==> src/pkt_pkg.sv <==
/* loopback tester shared definitions */

package pkt_pkg;

    // ~~~~~~~~~~~~~~~~~~~~~~~~~~~~~~~~~~~~~~~~
    // sizing
    // ~~~~~~~~~~~~~~~~~~~~~~~~~~~~~~~~~~~~~~~~

    localparam int num_ports   = 2;
    localparam int num_pkt_ids = 4;
    localparam int fifo_depth  = 16;

    // fifo pointer width, depth is a power of two.
    localparam int fifo_addr_w = $clog2(fifo_depth);

    // ~~~~~~~~~~~~~~~~~~~~~~~~~~~~~~~~~~~~~~~~
    // types
    // ~~~~~~~~~~~~~~~~~~~~~~~~~~~~~~~~~~~~~~~~

    typedef logic [31:0] word_t;
    typedef logic [1:0]  pkt_id_t;

    // beat index, also packet length (1 to 255).
    typedef logic [7:0]  beat_count_t;

    // sequence number, also burst size.
    typedef logic [7:0]  pkt_count_t;

    // saturating good/bad counters.
    typedef logic [15:0] stat_count_t;

    // one stream beat, valid/ready travel beside it.
    typedef struct packed {
        word_t   data;
        pkt_id_t id;
        logic    last;
    } stream_t;

    typedef enum logic [1:0] {
        idle,
        send,
        done
    } gen_state_t;

    // drain swallows beats after a length overflow up to the next last.
    typedef enum logic [1:0] {
        wait_start,
        in_packet,
        drain
    } chk_state_t;

    // ~~~~~~~~~~~~~~~~~~~~~~~~~~~~~~~~~~~~~~~~
    // payload rule
    // ~~~~~~~~~~~~~~~~~~~~~~~~~~~~~~~~~~~~~~~~

    // seq in the top byte, beat next, port in the low half.
    function automatic word_t expected_word(
        input int          port,
        input pkt_count_t  seq,
        input beat_count_t beat
    );
        return {seq, beat, 16'(port)};
    endfunction

endpackage

==> src/pkt_gen.sv <==
/* burst packet generator */

module pkt_gen #(
    parameter int port_index = 0
) (
    input  logic                 clk,
    input  logic                 rst,
    input  logic                 start,
    input  pkt_pkg::pkt_count_t  num_pkts,
    input  pkt_pkg::beat_count_t pkt_len,
    output pkt_pkg::stream_t     tx,
    output logic                 tx_valid,
    input  logic                 tx_ready,
    output logic                 busy
);

    pkt_pkg::gen_state_t  state;
    pkt_pkg::pkt_count_t  seq;
    pkt_pkg::beat_count_t beat;
    pkt_pkg::pkt_count_t  num_q;
    pkt_pkg::beat_count_t len_q;
    logic                 last_beat;
    logic                 tx_fire;

    assign tx_valid  = (state == pkt_pkg::send);
    assign busy      = (state == pkt_pkg::send);
    assign tx_fire   = tx_valid && tx_ready;
    assign last_beat = (beat == len_q - pkt_pkg::beat_count_t'(1));

    // beat payload is a pure function of the counters.
    always_comb begin
        tx.data = pkt_pkg::expected_word(port_index, seq, beat);
        tx.id   = pkt_pkg::pkt_id_t'(seq % pkt_pkg::num_pkt_ids);
        tx.last = last_beat;
    end

    // burst config, held for the whole burst.
    always_ff @(posedge clk) begin
        if (start && state != pkt_pkg::send) begin
            num_q <= num_pkts;
            len_q <= pkt_len;
        end
    end

    always_ff @(posedge clk) begin
        if (rst) begin
            state <= pkt_pkg::idle;
            seq   <= '0;
            beat  <= '0;
        end else begin
            case (state)
                pkt_pkg::idle, pkt_pkg::done: begin
                    if (start) begin
                        seq   <= '0;
                        beat  <= '0;
                        state <= (num_pkts == '0) ? pkt_pkg::done : pkt_pkg::send;
                    end
                end
                pkt_pkg::send: begin
                    if (tx_fire) begin
                        if (last_beat) begin
                            beat <= '0;
                            seq  <= seq + 1'b1;
                            if (seq == num_q - pkt_pkg::pkt_count_t'(1)) begin
                                state <= pkt_pkg::done;
                            end
                        end else begin
                            beat <= beat + 1'b1;
                        end
                    end
                end
                default: state <= pkt_pkg::idle;
            endcase
        end
    end

    // a stalled beat must not change or vanish.
    a_tx_hold: assert property (@(posedge clk) disable iff (rst)
        tx_valid && !tx_ready |=> tx_valid && $stable(tx));

endmodule

==> src/stream_fifo.sv <==
/* return stream FIFO */

module stream_fifo (
    input  logic             clk,
    input  logic             rst,
    input  pkt_pkg::stream_t in_data,
    input  logic             in_valid,
    output logic             in_ready,
    output pkt_pkg::stream_t out_data,
    output logic             out_valid
);

    pkt_pkg::stream_t                mem [pkt_pkg::fifo_depth];
    logic [pkt_pkg::fifo_addr_w-1:0] wr_ptr;
    logic [pkt_pkg::fifo_addr_w-1:0] rd_ptr;
    logic [pkt_pkg::fifo_addr_w:0]   count;
    logic                            wr_en;
    logic                            rd_en;
    logic                            empty;

    assign empty    = (count == '0);
    assign in_ready = (count != (pkt_pkg::fifo_addr_w + 1)'(pkt_pkg::fifo_depth));
    assign wr_en    = in_valid && in_ready;

    // consumer never stalls, so pop whenever anything is there.
    // an empty fifo passes the incoming beat straight to the output.
    assign rd_en = !empty || wr_en;

    always_ff @(posedge clk) begin
        if (wr_en) begin
            mem[wr_ptr] <= in_data;
        end
    end

    always_ff @(posedge clk) begin
        if (rd_en) begin
            out_data <= empty ? in_data : mem[rd_ptr];
        end
    end

    always_ff @(posedge clk) begin
        if (rst) begin
            wr_ptr    <= '0;
            rd_ptr    <= '0;
            count     <= '0;
            out_valid <= 1'b0;
        end else begin
            out_valid <= rd_en;
            if (wr_en) begin
                wr_ptr <= wr_ptr + 1'b1;
            end
            if (rd_en) begin
                rd_ptr <= rd_ptr + 1'b1;
            end
            // pointers wrap on their own.
            case ({wr_en, rd_en})
                2'b10:   count <= count + 1'b1;
                2'b01:   count <= count - 1'b1;
                default: count <= count;
            endcase
        end
    end

    a_no_write_full: assert property (@(posedge clk) disable iff (rst)
        wr_en |=> count <= (pkt_pkg::fifo_addr_w + 1)'(pkt_pkg::fifo_depth));

    // an empty fifo keeps its pointers together, so no stale entry is read.
    a_no_read_empty: assert property (@(posedge clk) disable iff (rst)
        empty |-> rd_ptr == wr_ptr);

endmodule

==> src/pkt_checker.sv <==
/* returned packet checker */

module pkt_checker #(
    parameter int port_index = 0
) (
    input  logic                 clk,
    input  logic                 rst,
    input  logic                 start,
    input  pkt_pkg::pkt_count_t  num_pkts,
    input  pkt_pkg::beat_count_t pkt_len,
    input  pkt_pkg::stream_t     in_data,
    input  logic                 in_valid,
    output pkt_pkg::stat_count_t good_count,
    output pkt_pkg::stat_count_t bad_count,
    output logic                 pkt_done
);

    pkt_pkg::chk_state_t  state;
    pkt_pkg::pkt_count_t  exp_seq;
    pkt_pkg::beat_count_t beat;
    pkt_pkg::pkt_count_t  num_q;
    pkt_pkg::beat_count_t len_q;
    logic                 armed;
    logic                 pkt_err;
    logic                 active;
    logic                 accept;
    logic                 final_beat;
    logic                 beat_err;
    logic                 pkt_bad;
    pkt_pkg::word_t       exp_word;
    pkt_pkg::pkt_id_t     exp_id;

    // ~~~~~~~~~~~~~~~~~~~~~~~~~~~~~~~~~~~~~~~~
    // expected beat
    // ~~~~~~~~~~~~~~~~~~~~~~~~~~~~~~~~~~~~~~~~

    // stop listening once the whole burst is seen.
    assign active = armed && (exp_seq != num_q);
    assign accept = in_valid && active;

    always_comb begin
        exp_word   = pkt_pkg::expected_word(port_index, exp_seq, beat);
        exp_id     = pkt_pkg::pkt_id_t'(exp_seq % pkt_pkg::num_pkt_ids);
        final_beat = (beat == len_q - pkt_pkg::beat_count_t'(1));
        beat_err   = (in_data.data != exp_word) || (in_data.id != exp_id) ||
                     (in_data.last && !final_beat);
        pkt_bad    = (state == pkt_pkg::drain) || pkt_err || beat_err;
    end

    always_ff @(posedge clk) begin
        if (start) begin
            num_q <= num_pkts;
            len_q <= pkt_len;
        end
    end

    // ~~~~~~~~~~~~~~~~~~~~~~~~~~~~~~~~~~~~~~~~
    // packet FSM and counters
    // ~~~~~~~~~~~~~~~~~~~~~~~~~~~~~~~~~~~~~~~~

    always_ff @(posedge clk) begin
        if (rst) begin
            state      <= pkt_pkg::wait_start;
            armed      <= 1'b0;
            exp_seq    <= '0;
            beat       <= '0;
            pkt_err    <= 1'b0;
            good_count <= '0;
            bad_count  <= '0;
            pkt_done   <= 1'b0;
        end else begin
            pkt_done <= 1'b0;
            if (start) begin
                state      <= pkt_pkg::wait_start;
                armed      <= 1'b1;
                exp_seq    <= '0;
                beat       <= '0;
                pkt_err    <= 1'b0;
                good_count <= '0;
                bad_count  <= '0;
            end else if (accept) begin
                if (in_data.last) begin
                    // every last closes a packet, good or not.
                    if (pkt_bad) begin
                        if (bad_count != '1) begin
                            bad_count <= bad_count + 1'b1;
                        end
                    end else if (good_count != '1) begin
                        good_count <= good_count + 1'b1;
                    end
                    pkt_done <= 1'b1;
                    exp_seq  <= exp_seq + 1'b1;
                    beat     <= '0;
                    pkt_err  <= 1'b0;
                    state    <= pkt_pkg::wait_start;
                end else if (state == pkt_pkg::drain) begin
                    state <= pkt_pkg::drain;
                end else if (final_beat) begin
                    // too long, wait out the rest.
                    pkt_err <= 1'b1;
                    state   <= pkt_pkg::drain;
                end else begin
                    beat    <= beat + 1'b1;
                    pkt_err <= pkt_err || beat_err;
                    state   <= pkt_pkg::in_packet;
                end
            end
        end
    end

    // back to back pulses need back to back lasts.
    a_done_pulse: assert property (@(posedge clk) disable iff (rst)
        pkt_done ##1 pkt_done |->
            $past(in_valid && in_data.last, 1) && $past(in_valid && in_data.last, 2));

endmodule

==> src/pkt_checker_array.sv <==
/* per-port FIFO and checker array */

module pkt_checker_array (
    input  logic                 clk,
    input  logic                 rst,
    input  logic                 start,
    input  pkt_pkg::pkt_count_t  num_pkts,
    input  pkt_pkg::beat_count_t pkt_len,
    input  pkt_pkg::stream_t     rx         [pkt_pkg::num_ports-1:0],
    input  logic                 rx_valid   [pkt_pkg::num_ports-1:0],
    output logic                 rx_ready   [pkt_pkg::num_ports-1:0],
    output pkt_pkg::stat_count_t good_count [pkt_pkg::num_ports-1:0],
    output pkt_pkg::stat_count_t bad_count  [pkt_pkg::num_ports-1:0],
    output logic                 pkt_done   [pkt_pkg::num_ports-1:0],
    output pkt_pkg::stat_count_t total_good,
    output pkt_pkg::stat_count_t total_bad
);

    pkt_pkg::stream_t fifo_data  [pkt_pkg::num_ports-1:0];
    logic             fifo_valid [pkt_pkg::num_ports-1:0];
    logic [31:0]      good_sum;
    logic [31:0]      bad_sum;

    for (genvar p = 0; p < pkt_pkg::num_ports; p++) begin : g_port
        stream_fifo u_fifo (
            .clk       ( clk           ),
            .rst       ( rst           ),
            .in_data   ( rx[p]         ),
            .in_valid  ( rx_valid[p]   ),
            .in_ready  ( rx_ready[p]   ),
            .out_data  ( fifo_data[p]  ),
            .out_valid ( fifo_valid[p] )
        );

        pkt_checker #(
            .port_index ( p )
        ) u_checker (
            .clk        ( clk           ),
            .rst        ( rst           ),
            .start      ( start         ),
            .num_pkts   ( num_pkts      ),
            .pkt_len    ( pkt_len       ),
            .in_data    ( fifo_data[p]  ),
            .in_valid   ( fifo_valid[p] ),
            .good_count ( good_count[p] ),
            .bad_count  ( bad_count[p]  ),
            .pkt_done   ( pkt_done[p]   )
        );
    end

    always_comb begin
        good_sum = '0;
        bad_sum  = '0;
        for (int p = 0; p < pkt_pkg::num_ports; p++) begin
            good_sum = good_sum + 32'(good_count[p]);
            bad_sum  = bad_sum + 32'(bad_count[p]);
        end
    end

    // totals trail the port counts by one cycle, saturating.
    always_ff @(posedge clk) begin
        if (rst) begin
            total_good <= '0;
            total_bad  <= '0;
        end else begin
            total_good <= (good_sum > 32'(pkt_pkg::stat_count_t'('1))) ?
                          '1 : pkt_pkg::stat_count_t'(good_sum);
            total_bad  <= (bad_sum > 32'(pkt_pkg::stat_count_t'('1))) ?
                          '1 : pkt_pkg::stat_count_t'(bad_sum);
        end
    end

endmodule

==> src/pkt_check_top.sv <==
/* stream loopback tester top */

module pkt_check_top (
    input  logic                 clk,
    input  logic                 rst,
    input  logic                 start,
    input  pkt_pkg::pkt_count_t  num_pkts,
    input  pkt_pkg::beat_count_t pkt_len,
    output pkt_pkg::stream_t     tx         [pkt_pkg::num_ports-1:0],
    output logic                 tx_valid   [pkt_pkg::num_ports-1:0],
    input  logic                 tx_ready   [pkt_pkg::num_ports-1:0],
    input  pkt_pkg::stream_t     rx         [pkt_pkg::num_ports-1:0],
    input  logic                 rx_valid   [pkt_pkg::num_ports-1:0],
    output logic                 rx_ready   [pkt_pkg::num_ports-1:0],
    output pkt_pkg::stat_count_t good_count [pkt_pkg::num_ports-1:0],
    output pkt_pkg::stat_count_t bad_count  [pkt_pkg::num_ports-1:0],
    output logic                 pkt_done   [pkt_pkg::num_ports-1:0],
    output pkt_pkg::stat_count_t total_good,
    output pkt_pkg::stat_count_t total_bad,
    output logic                 busy
);

    logic [pkt_pkg::num_ports-1:0] gen_busy;
    logic                          start_ok;

    // a start during a burst is dropped everywhere.
    assign busy     = |gen_busy;
    assign start_ok = start && !busy;

    for (genvar p = 0; p < pkt_pkg::num_ports; p++) begin : g_gen
        pkt_gen #(
            .port_index ( p )
        ) u_gen (
            .clk      ( clk         ),
            .rst      ( rst         ),
            .start    ( start_ok    ),
            .num_pkts ( num_pkts    ),
            .pkt_len  ( pkt_len     ),
            .tx       ( tx[p]       ),
            .tx_valid ( tx_valid[p] ),
            .tx_ready ( tx_ready[p] ),
            .busy     ( gen_busy[p] )
        );
    end

    pkt_checker_array u_checkers (
        .clk        ( clk        ),
        .rst        ( rst        ),
        .start      ( start_ok   ),
        .num_pkts   ( num_pkts   ),
        .pkt_len    ( pkt_len    ),
        .rx         ( rx         ),
        .rx_valid   ( rx_valid   ),
        .rx_ready   ( rx_ready   ),
        .good_count ( good_count ),
        .bad_count  ( bad_count  ),
        .pkt_done   ( pkt_done   ),
        .total_good ( total_good ),
        .total_bad  ( total_bad  )
    );

endmodule

==> config.mk <==
export PLATFORM = sky130hd
export DESIGN_NAME = pkt_check_top
export DESIGN_NICKNAME = d
export VERILOG_FILES = /design/src/pkt_pkg.sv /design/src/pkt_gen.sv /design/src/stream_fifo.sv /design/src/pkt_checker.sv /design/src/pkt_checker_array.sv /design/src/pkt_check_top.sv
export SDC_FILE = /design/constraint.sdc
export NUM_CORES = 2
export LEC_CHECK = 0
export ABC_AREA = 0
export BUFFER_PORTS_ARGS = -buffer_cell sky130_fd_sc_hd__buf_2
export CAP_MARGIN = 25
export CORE_UTILIZATION = 50
export DETAILED_ROUTE_END_ITERATION = 12
export GPL_TIMING_DRIVEN = 0
export PLACE_DENSITY = 0.74
export SYNTH_ARGS = -nofsm -noshare
export SYNTH_HDL_FRONTEND = slang
export SYNTH_HIERARCHICAL = 1
export SYNTH_SLANG_ARGS = --single-unit
==> constraint.sdc <==
create_clock -name clk -period 5.15 [get_ports clk]
set_input_delay 0.515 -clock clk [delete_from_list [all_inputs] [get_ports clk]]
set_output_delay 0.515 -clock clk [all_outputs]
set_load 0.01 [all_outputs]
**Word level (Yosys, flattened, before mapping)**

Memories as Yosys holds them, arrays and structs flattened. A register that Yosys moved wholly into a read port is not among the register bits.
Cells that the tools add are included.

- Add/subtract/negate cells: 27
- $lt $le $gt $ge: 2
- Equality and inequality tests: 42
- Mux-type cells: 57
- Bitwise gates (word level): 4
- Reduce and logical (&&, ||, !) cells: 61

Operators by type and width:

| cell | number |
|---|---|
| $mux W8 | 15 |
| $mux W35 | 2 |
| $add A16 B1 Y16 const B | 4 |
| $add A8 B1 Y8 const B | 8 |
| $gt A32 B16 Y1 const B | 2 |
| $ne A16 B16 Y1 const B | 4 |
| $ne A32 B32 Y1 | 2 |
| $pmux W8 S2 | 4 |
| $eq A8 B8 Y1 | 6 |
| $sub A8 B1 Y8 const B | 5 |
| $add A16 B16 Y17 | 2 |
| $mux W16 | 2 |
| $reduce_and A4 Y1 | 8 |
| $mux W2 | 14 |
| $pmux W5 S2 | 2 |
| $add A4 B1 Y4 const B | 4 |
| $mux W4 | 4 |
| $ne A8 B8 Y1 | 2 |
| $ne A2 B1 Y1 const B | 7 |
| $ne A2 B2 Y1 const B | 7 |
| $logic_and A1 B1 Y1 | 13 |
| $eq A2 B2 Y1 const B | 6 |
| $logic_or A1 B1 Y1 | 12 |
| $mux W1 | 12 |
| 16 further kinds | 46 |

- Register bits: 319
- RAM bits: 1120
- Bits of input ports: 93
- Output and inout port bits: 173
- Logic and storage cells: 238
- Memories: 2

Memories:

| name | depth | width | read ports | clocked after Yosys merged registers in | wr ports | RTL line | RTL |
|---|---|---|---|---|---|---|---|
| u_checkers.g_port[0].u_fifo.mem | 16 | 35 | 1 | 1 | 1 | stream_fifo.sv:13 | `pkt_pkg::stream_t mem [pkt_pkg::fifo_depth];` |
| u_checkers.g_port[1].u_fifo.mem | 16 | 35 | 1 | 1 | 1 | stream_fifo.sv:13 |  |

**Logic depth before layout (Yosys ltp)**

- Word-level depth: 9
- Mapped depth: 12
- Depth with buffers taken out: 9

**Hierarchy**

Netlist, hierarchy kept.

Modules (own cells, without submodules):

| module | times used | cells an instance | area each (um^2) | seq. area each (um^2) |
|---|---|---|---|---|
| stream_fifo at u_checkers.g_port[0].u_fifo | 1 | 1041 | 23286.1 | 18227.5 |
| stream_fifo at u_checkers.g_port[1].u_fifo | 1 | 1041 | 23273.6 | 18227.5 |
| pkt_checker at u_checkers.g_port[1].u_checker | 1 | 394 | 3587.2 | 1541.5 |
| pkt_checker at u_checkers.g_port[0].u_checker | 1 | 403 | 3549.7 | 1541.5 |
| pkt_checker_array | 1 | 302 | 2531.2 | 640.6 |
| pkt_gen at g_gen[1].u_gen | 1 | 222 | 2074.5 | 840.8 |
| pkt_gen at g_gen[0].u_gen | 1 | 221 | 2070.7 | 840.8 |
| pkt_check_top | 1 | 2 | 13.8 | 0.0 |

**Worst setup path after synthesis**

No wires, ideal clock.

- Kind: reg-to-reg
- Start point: register g_gen[1].u_gen.state[0]
- End point: register g_gen[0].u_gen.seq[3]
- Setup time: 116 ps
- Data arrival time: 5385 ps
- Data required time: 5034 ps
- Setup slack: -351 ps
- Stages on the path, launching flop included: 13
- Clock period less this slack: 5501 ps
- Cell sequence: dfxtp_1 -> inv_1 -> nor2_1 -> nor3b_1 -> nor2b_1 -> buf_2 -> or2_2 -> buf_1 -> nand3_1 -> o41ai_2 -> buf_4 -> a31oi_1 -> a41o_1

- Cells in the longest elaborated chain, start to end: 6

RTL lines:

| what | RTL line | RTL |
|---|---|---|
| start: declaration | pkt_gen.sv:17 | `pkt_pkg::gen_state_t state;` |
| start signal: assignment | pkt_gen.sv:47 | `state <= pkt_pkg::idle;` |
| start signal: assignment | pkt_gen.sv:56 | `state <= (num_pkts == '0) ? pkt_pkg::done : pkt_pkg::send;` |
| start signal: assignment | pkt_gen.sv:65 | `state <= pkt_pkg::done;` |
| $eq A2 B1 Y1 | pkt_gen.sv:26 | `assign busy = (state == pkt_pkg::send);` |
| via gen_busy, one bit | pkt_check_top.sv:23 | `logic [pkt_pkg::num_ports-1:0] gen_busy;` |
| $reduce_or A2 Y1 | pkt_check_top.sv:27 | `assign busy = \|gen_busy;` |
| $logic_not A1 Y1 | pkt_check_top.sv:28 | `assign start_ok = start && !busy;` |
| $logic_and A1 B1 Y1 | pkt_check_top.sv:28 |  |
| via start_ok | pkt_check_top.sv:24 | `logic start_ok;` |
| $ne A2 B1 Y1 (no source line) | n/a |  |
| $reduce_and A4 Y1 (no source line) | n/a |  |
| end signal: assignment | pkt_gen.sv:63 | `seq <= seq + 1'b1;` |
| end: declaration | pkt_gen.sv:18 | `pkt_pkg::pkt_count_t seq;` |

The timed path passes the listed nets, and every way through them passes these cells.
A chain may end at the register's enable or synchronous reset.

**Worst setup path after layout**

- Start point: register g_gen[1].u_gen.state[0]
- End point: register u_checkers.g_port[1].u_checker.pkt_done

- Cells in the longest elaborated chain, start to end: 5

RTL lines:

| what | RTL line | RTL |
|---|---|---|
| $eq A2 B1 Y1 | pkt_gen.sv:26 |  |
| via gen_busy, one bit | pkt_check_top.sv:23 |  |
| $reduce_or A2 Y1 | pkt_check_top.sv:27 |  |
| $logic_not A1 Y1 | pkt_check_top.sv:28 |  |
| $logic_and A1 B1 Y1 | pkt_check_top.sv:28 |  |
| via start_ok | pkt_check_top.sv:24 |  |
| $reduce_or A3 Y1 (no source line) | n/a |  |
| end signal: assignment | pkt_checker.sv:70 | `pkt_done <= 1'b0;` |
| end signal: assignment | pkt_checker.sv:72 | `pkt_done <= 1'b0;` |
| end signal: assignment | pkt_checker.sv:91 | `pkt_done <= 1'b1;` |
| end: declaration | pkt_checker.sv:15 | `output logic pkt_done` |

The timed path passes the listed nets, and every way through them passes these cells.

==> metrics.cfg <==
[clock_tree]
clk_latency_ns = 0.79
clockBufferDepth = 3
cts_tree = yes
numCtsBuffers = 147
cts-root-buf = clkbuf_16
htreeDepth = 4
path_clk_slew_ns = 0.06
clkSinkCount = 1464

[worst_setup_path]
crit_path_end_kind = flip-flop
arrival_ns = 4.58
required_ns = 5.76
path_class = reg -> reg
cp_max_fo = 19
critPathLaunchType = flip-flop

[sta]
max_freq_mhz = 252.4
slew_headroom_pct = 34.04
setup_viol = 0
worst_slack_ns = 1.188
worst_pin_slew_ns = 0.9835
maxSlewViolCount = 0
fin_crit_ns = 3.962
fin_skew_ns = 0.03178
rsz0062_at_grt = false
hold_violations = 0
fin_crit_sh_pct = 76.94
holdWs_ns = 0.05357

[status]
outcome = complete, no violations

[floorplanning]
placementRows = 127
num_io_pins = 266
core_area_um2 = 119800
fp.dieW_um = 349.5
initial_core_util_pct = 50.40
die_h_um = 349.5
dieArea_um2 = 122200

[global_routing]
grt_usage_pct = 23.88
grt_max_degree = 36
grt-ovfl-total = 0
antenna_found_initial = 16
grt_pass1_wl_mm = 217.8
grt_pass1_vias = 34790

[synth]
synth_area_um2 = 60390
synth_edf_count = 1254
ys.flop_type = edfxtp_1
syn_avg_cell_area_um2 = 16.65
async_reset_ff_share_pct = 0
synth_cell_types = 92
yosysWarnings = 6
synth_top_cell_area_share_pct = 62.36
postSynthCellCount = 3626
ys_seq_area_share_pct = 69.32
synth_area_leaders = edfxtp_1, mux4_2, dfxtp_1, o22ai_1, xnor2_1
synth_seq_cells = 1464
synth_top_area_cell = edfxtp_1

[placement]
port_buffers = 233
pre_cts_slack_ns = 1.345
dpl-instance-area_um2 = 64920
hpwl_mm = 96.55
gp_congestion = 0.8823

[cells_and_area]
area_growth_pct = 15.61
post_route_cells_drive_above_1_share_pct = 24.93
stdcell_area_um2 = 69810
utilization_pct = 58.27
layout.nets = 4275

[detailed_routing]
wl_per_cell_um = 24.99
firstDrtPassIters = 5
drt_iter0_markers = 3905
vias = 35420
wl_mm = 146.2
viasPerCell = 6.057
postRouteAntennaNets = 0
drc = 0

[run]
max-cap-violations = 0

[power_and_ir_drop]
leakagePower_nw = 23.28
vdd_drop_max_v = 0.0003364
power_density_nw_per_um2 = 359.3
power.total_mw = 25.08

[worst_hold_path]
hp-class = in -> reg

[critical path: stages, from the launching register on]
cell,delay [ns]
dfxtp_1,0.35
inv_1,0.08
nor2_1,0.18
nor3b_4,0.86
buf_16,0.24
or2_2,0.12
clkbuf_1,0.50
clkbuf_1,0.61
clkbuf_1,0.67
nor2_1,0.16
[logic make-up (layout without fill, tap and decap cells)]
logic type / Yosys count / count (layout) / synth area share (%)
AO/OA/AOI/OAI: 584 / 584 / 6.299
XOR/XNOR: 171 / 171 / 2.480
adder cells (fa/ha/maj): 70 / 70 / 1.500
buffers and inverters: 290 / 867 / 2.412
flip-flops: 1464 / 1464 / 69.32
multiplexers: 371 / 371 / 12.14
other: 3 / 36 / 0.01865
AND/OR/NAND/NOR: 673 / 673 / 5.833
[layer usage]
metal	global-route usage, %	wire (um)
met1	31.84	58010
met2	39.01	71150
met3	5.863	13230
met4	6.946	3674
met5	0	109
[report_power, final]
part / total, mW / switching (mW) / internal, mW
sequential: 13.3 / 0.137 / 13.1
clock: 10.4 / 4.59 / 5.86
combinational: 1.38 / 0.855 / 0.529
total: 25.1 / 5.58 / 19.5
[cells in the final DEF (no fill, tap or decap), types with 69 or more instances in the layout]
cell       netlist  layout
nor2_1         159     135
clkbuf_1        90     123
xnor2_1        101     101
a21oi_1        175     175
mux4_2         280     280
nand2_1        131     131
xor2_1          70      70
dfxtp_1        210     210
inv_1           70      69
clkbuf_16        0     148
buf_2           44     278
mux2_2          70      70
o22ai_1        144     144
edfxtp_1      1254    1254
[cells in the mapped netlist (23+ instances only)]
| master | number |
|---|---|
| o22ai_1 | 144 |
| xor2_1 | 70 |
| inv_1 | 70 |
| and3_1 | 40 |
| ha_1 | 66 |
| buf_2 | 44 |
| nor4_1 | 23 |
| a21oi_1 | 175 |
| a21o_1 | 24 |
| dfxtp_1 | 210 |
| clkbuf_1 | 90 |
| nor2_1 | 159 |
| nand4_1 | 49 |
| nand3_1 | 47 |
| buf_4 | 53 |
| mux2_2 | 70 |
| nor3_1 | 61 |
| or3_1 | 39 |
| edfxtp_1 | 1254 |
| nand2_1 | 131 |
| o21ai_0 | 63 |
| mux4_2 | 280 |
| nand2b_1 | 25 |
| xnor2_1 | 101 |
[flip-flops by register name, indices dropped and copies added (netlist names), 4 cells and up, named ones only]
signal / flops
u_checkers/total_good: 16
u_checkers/g_port.u_checker/num_q: 16
u_checkers/total_bad: 16
g_gen.u_gen/beat: 16
g_gen.u_gen/num_q: 16
u_checkers/g_port.u_fifo/count: 10
u_checkers/g_port.u_checker/good_count: 32
u_checkers/g_port.u_checker/beat: 16
g_gen.u_gen/len_q: 16
g_gen.u_gen/state: 4
u_checkers/g_port.u_fifo/rd_ptr: 8
u_checkers/g_port.u_fifo/mem: 1120
u_checkers/g_port.u_checker/len_q: 16
u_checkers/g_port.u_fifo/wr_ptr: 8
u_checkers/g_port.u_fifo/out_data: 70
u_checkers/g_port.u_checker/state: 4
u_checkers/g_port.u_checker/bad_count: 32
g_gen.u_gen/seq: 16
u_checkers/g_port.u_checker/exp_seq: 16
[final cells by class]
class	instances	area (um^2)
repair buffers	308	2293
clock buffers	184	3860
inverters	72	270.3
fillers	8896	50000
clock inverters	85	905.9
well taps	1612	2017
diodes	4	10.01
flip-flops and latches	1464	41860
plain buffers	218	1186
multi-input cells	1901	17410
[final timing paths]
path / start / endpoint / slack [ns] / cells past startpoint
max: g_gen[1].u_gen/state[0]$_SDFFE_PP0P_ / u_checkers/g_port[1].u_checker/pkt_done$_SDFF_PP0_ / 1.19 / 9
min: pkt_len[7] / g_gen[0].u_gen/len_q[7]$_DFFE_PP_ / 0.05 / 1
max reg2reg: g_gen[1].u_gen/state[0]$_SDFFE_PP0P_ / u_checkers/g_port[1].u_checker/pkt_done$_SDFF_PP0_ / 1.19 / 9
min reg2reg: u_checkers/g_port[1].u_checker/state[1]$_SDFFE_PP0P_ / u_checkers/g_port[1].u_checker/state[1]$_SDFFE_PP0P_ / 0.48 / 2
[through the flow]
stage | cells | TNS, ns
3_3_place_gp | 5500 | -495.50
5_1_grt | 5847 | 0
2_1_floorplan | 3655 | 0
3_5_place_dp | 5563 | 0
4_1_cts | 5844 | 0
6_report | 5848 | 0
[repair_timing]
item | 4_1_cts | 5_1_grt
hold endpoints to repair | 33 | 0
hold buffers | 12 | 0
setup endpoints to repair | 0 | 0
setup buffers | 0 | 0
gates resized for setup | 0 | 0
Note: power is estimated with default switching activity, not from simulation.
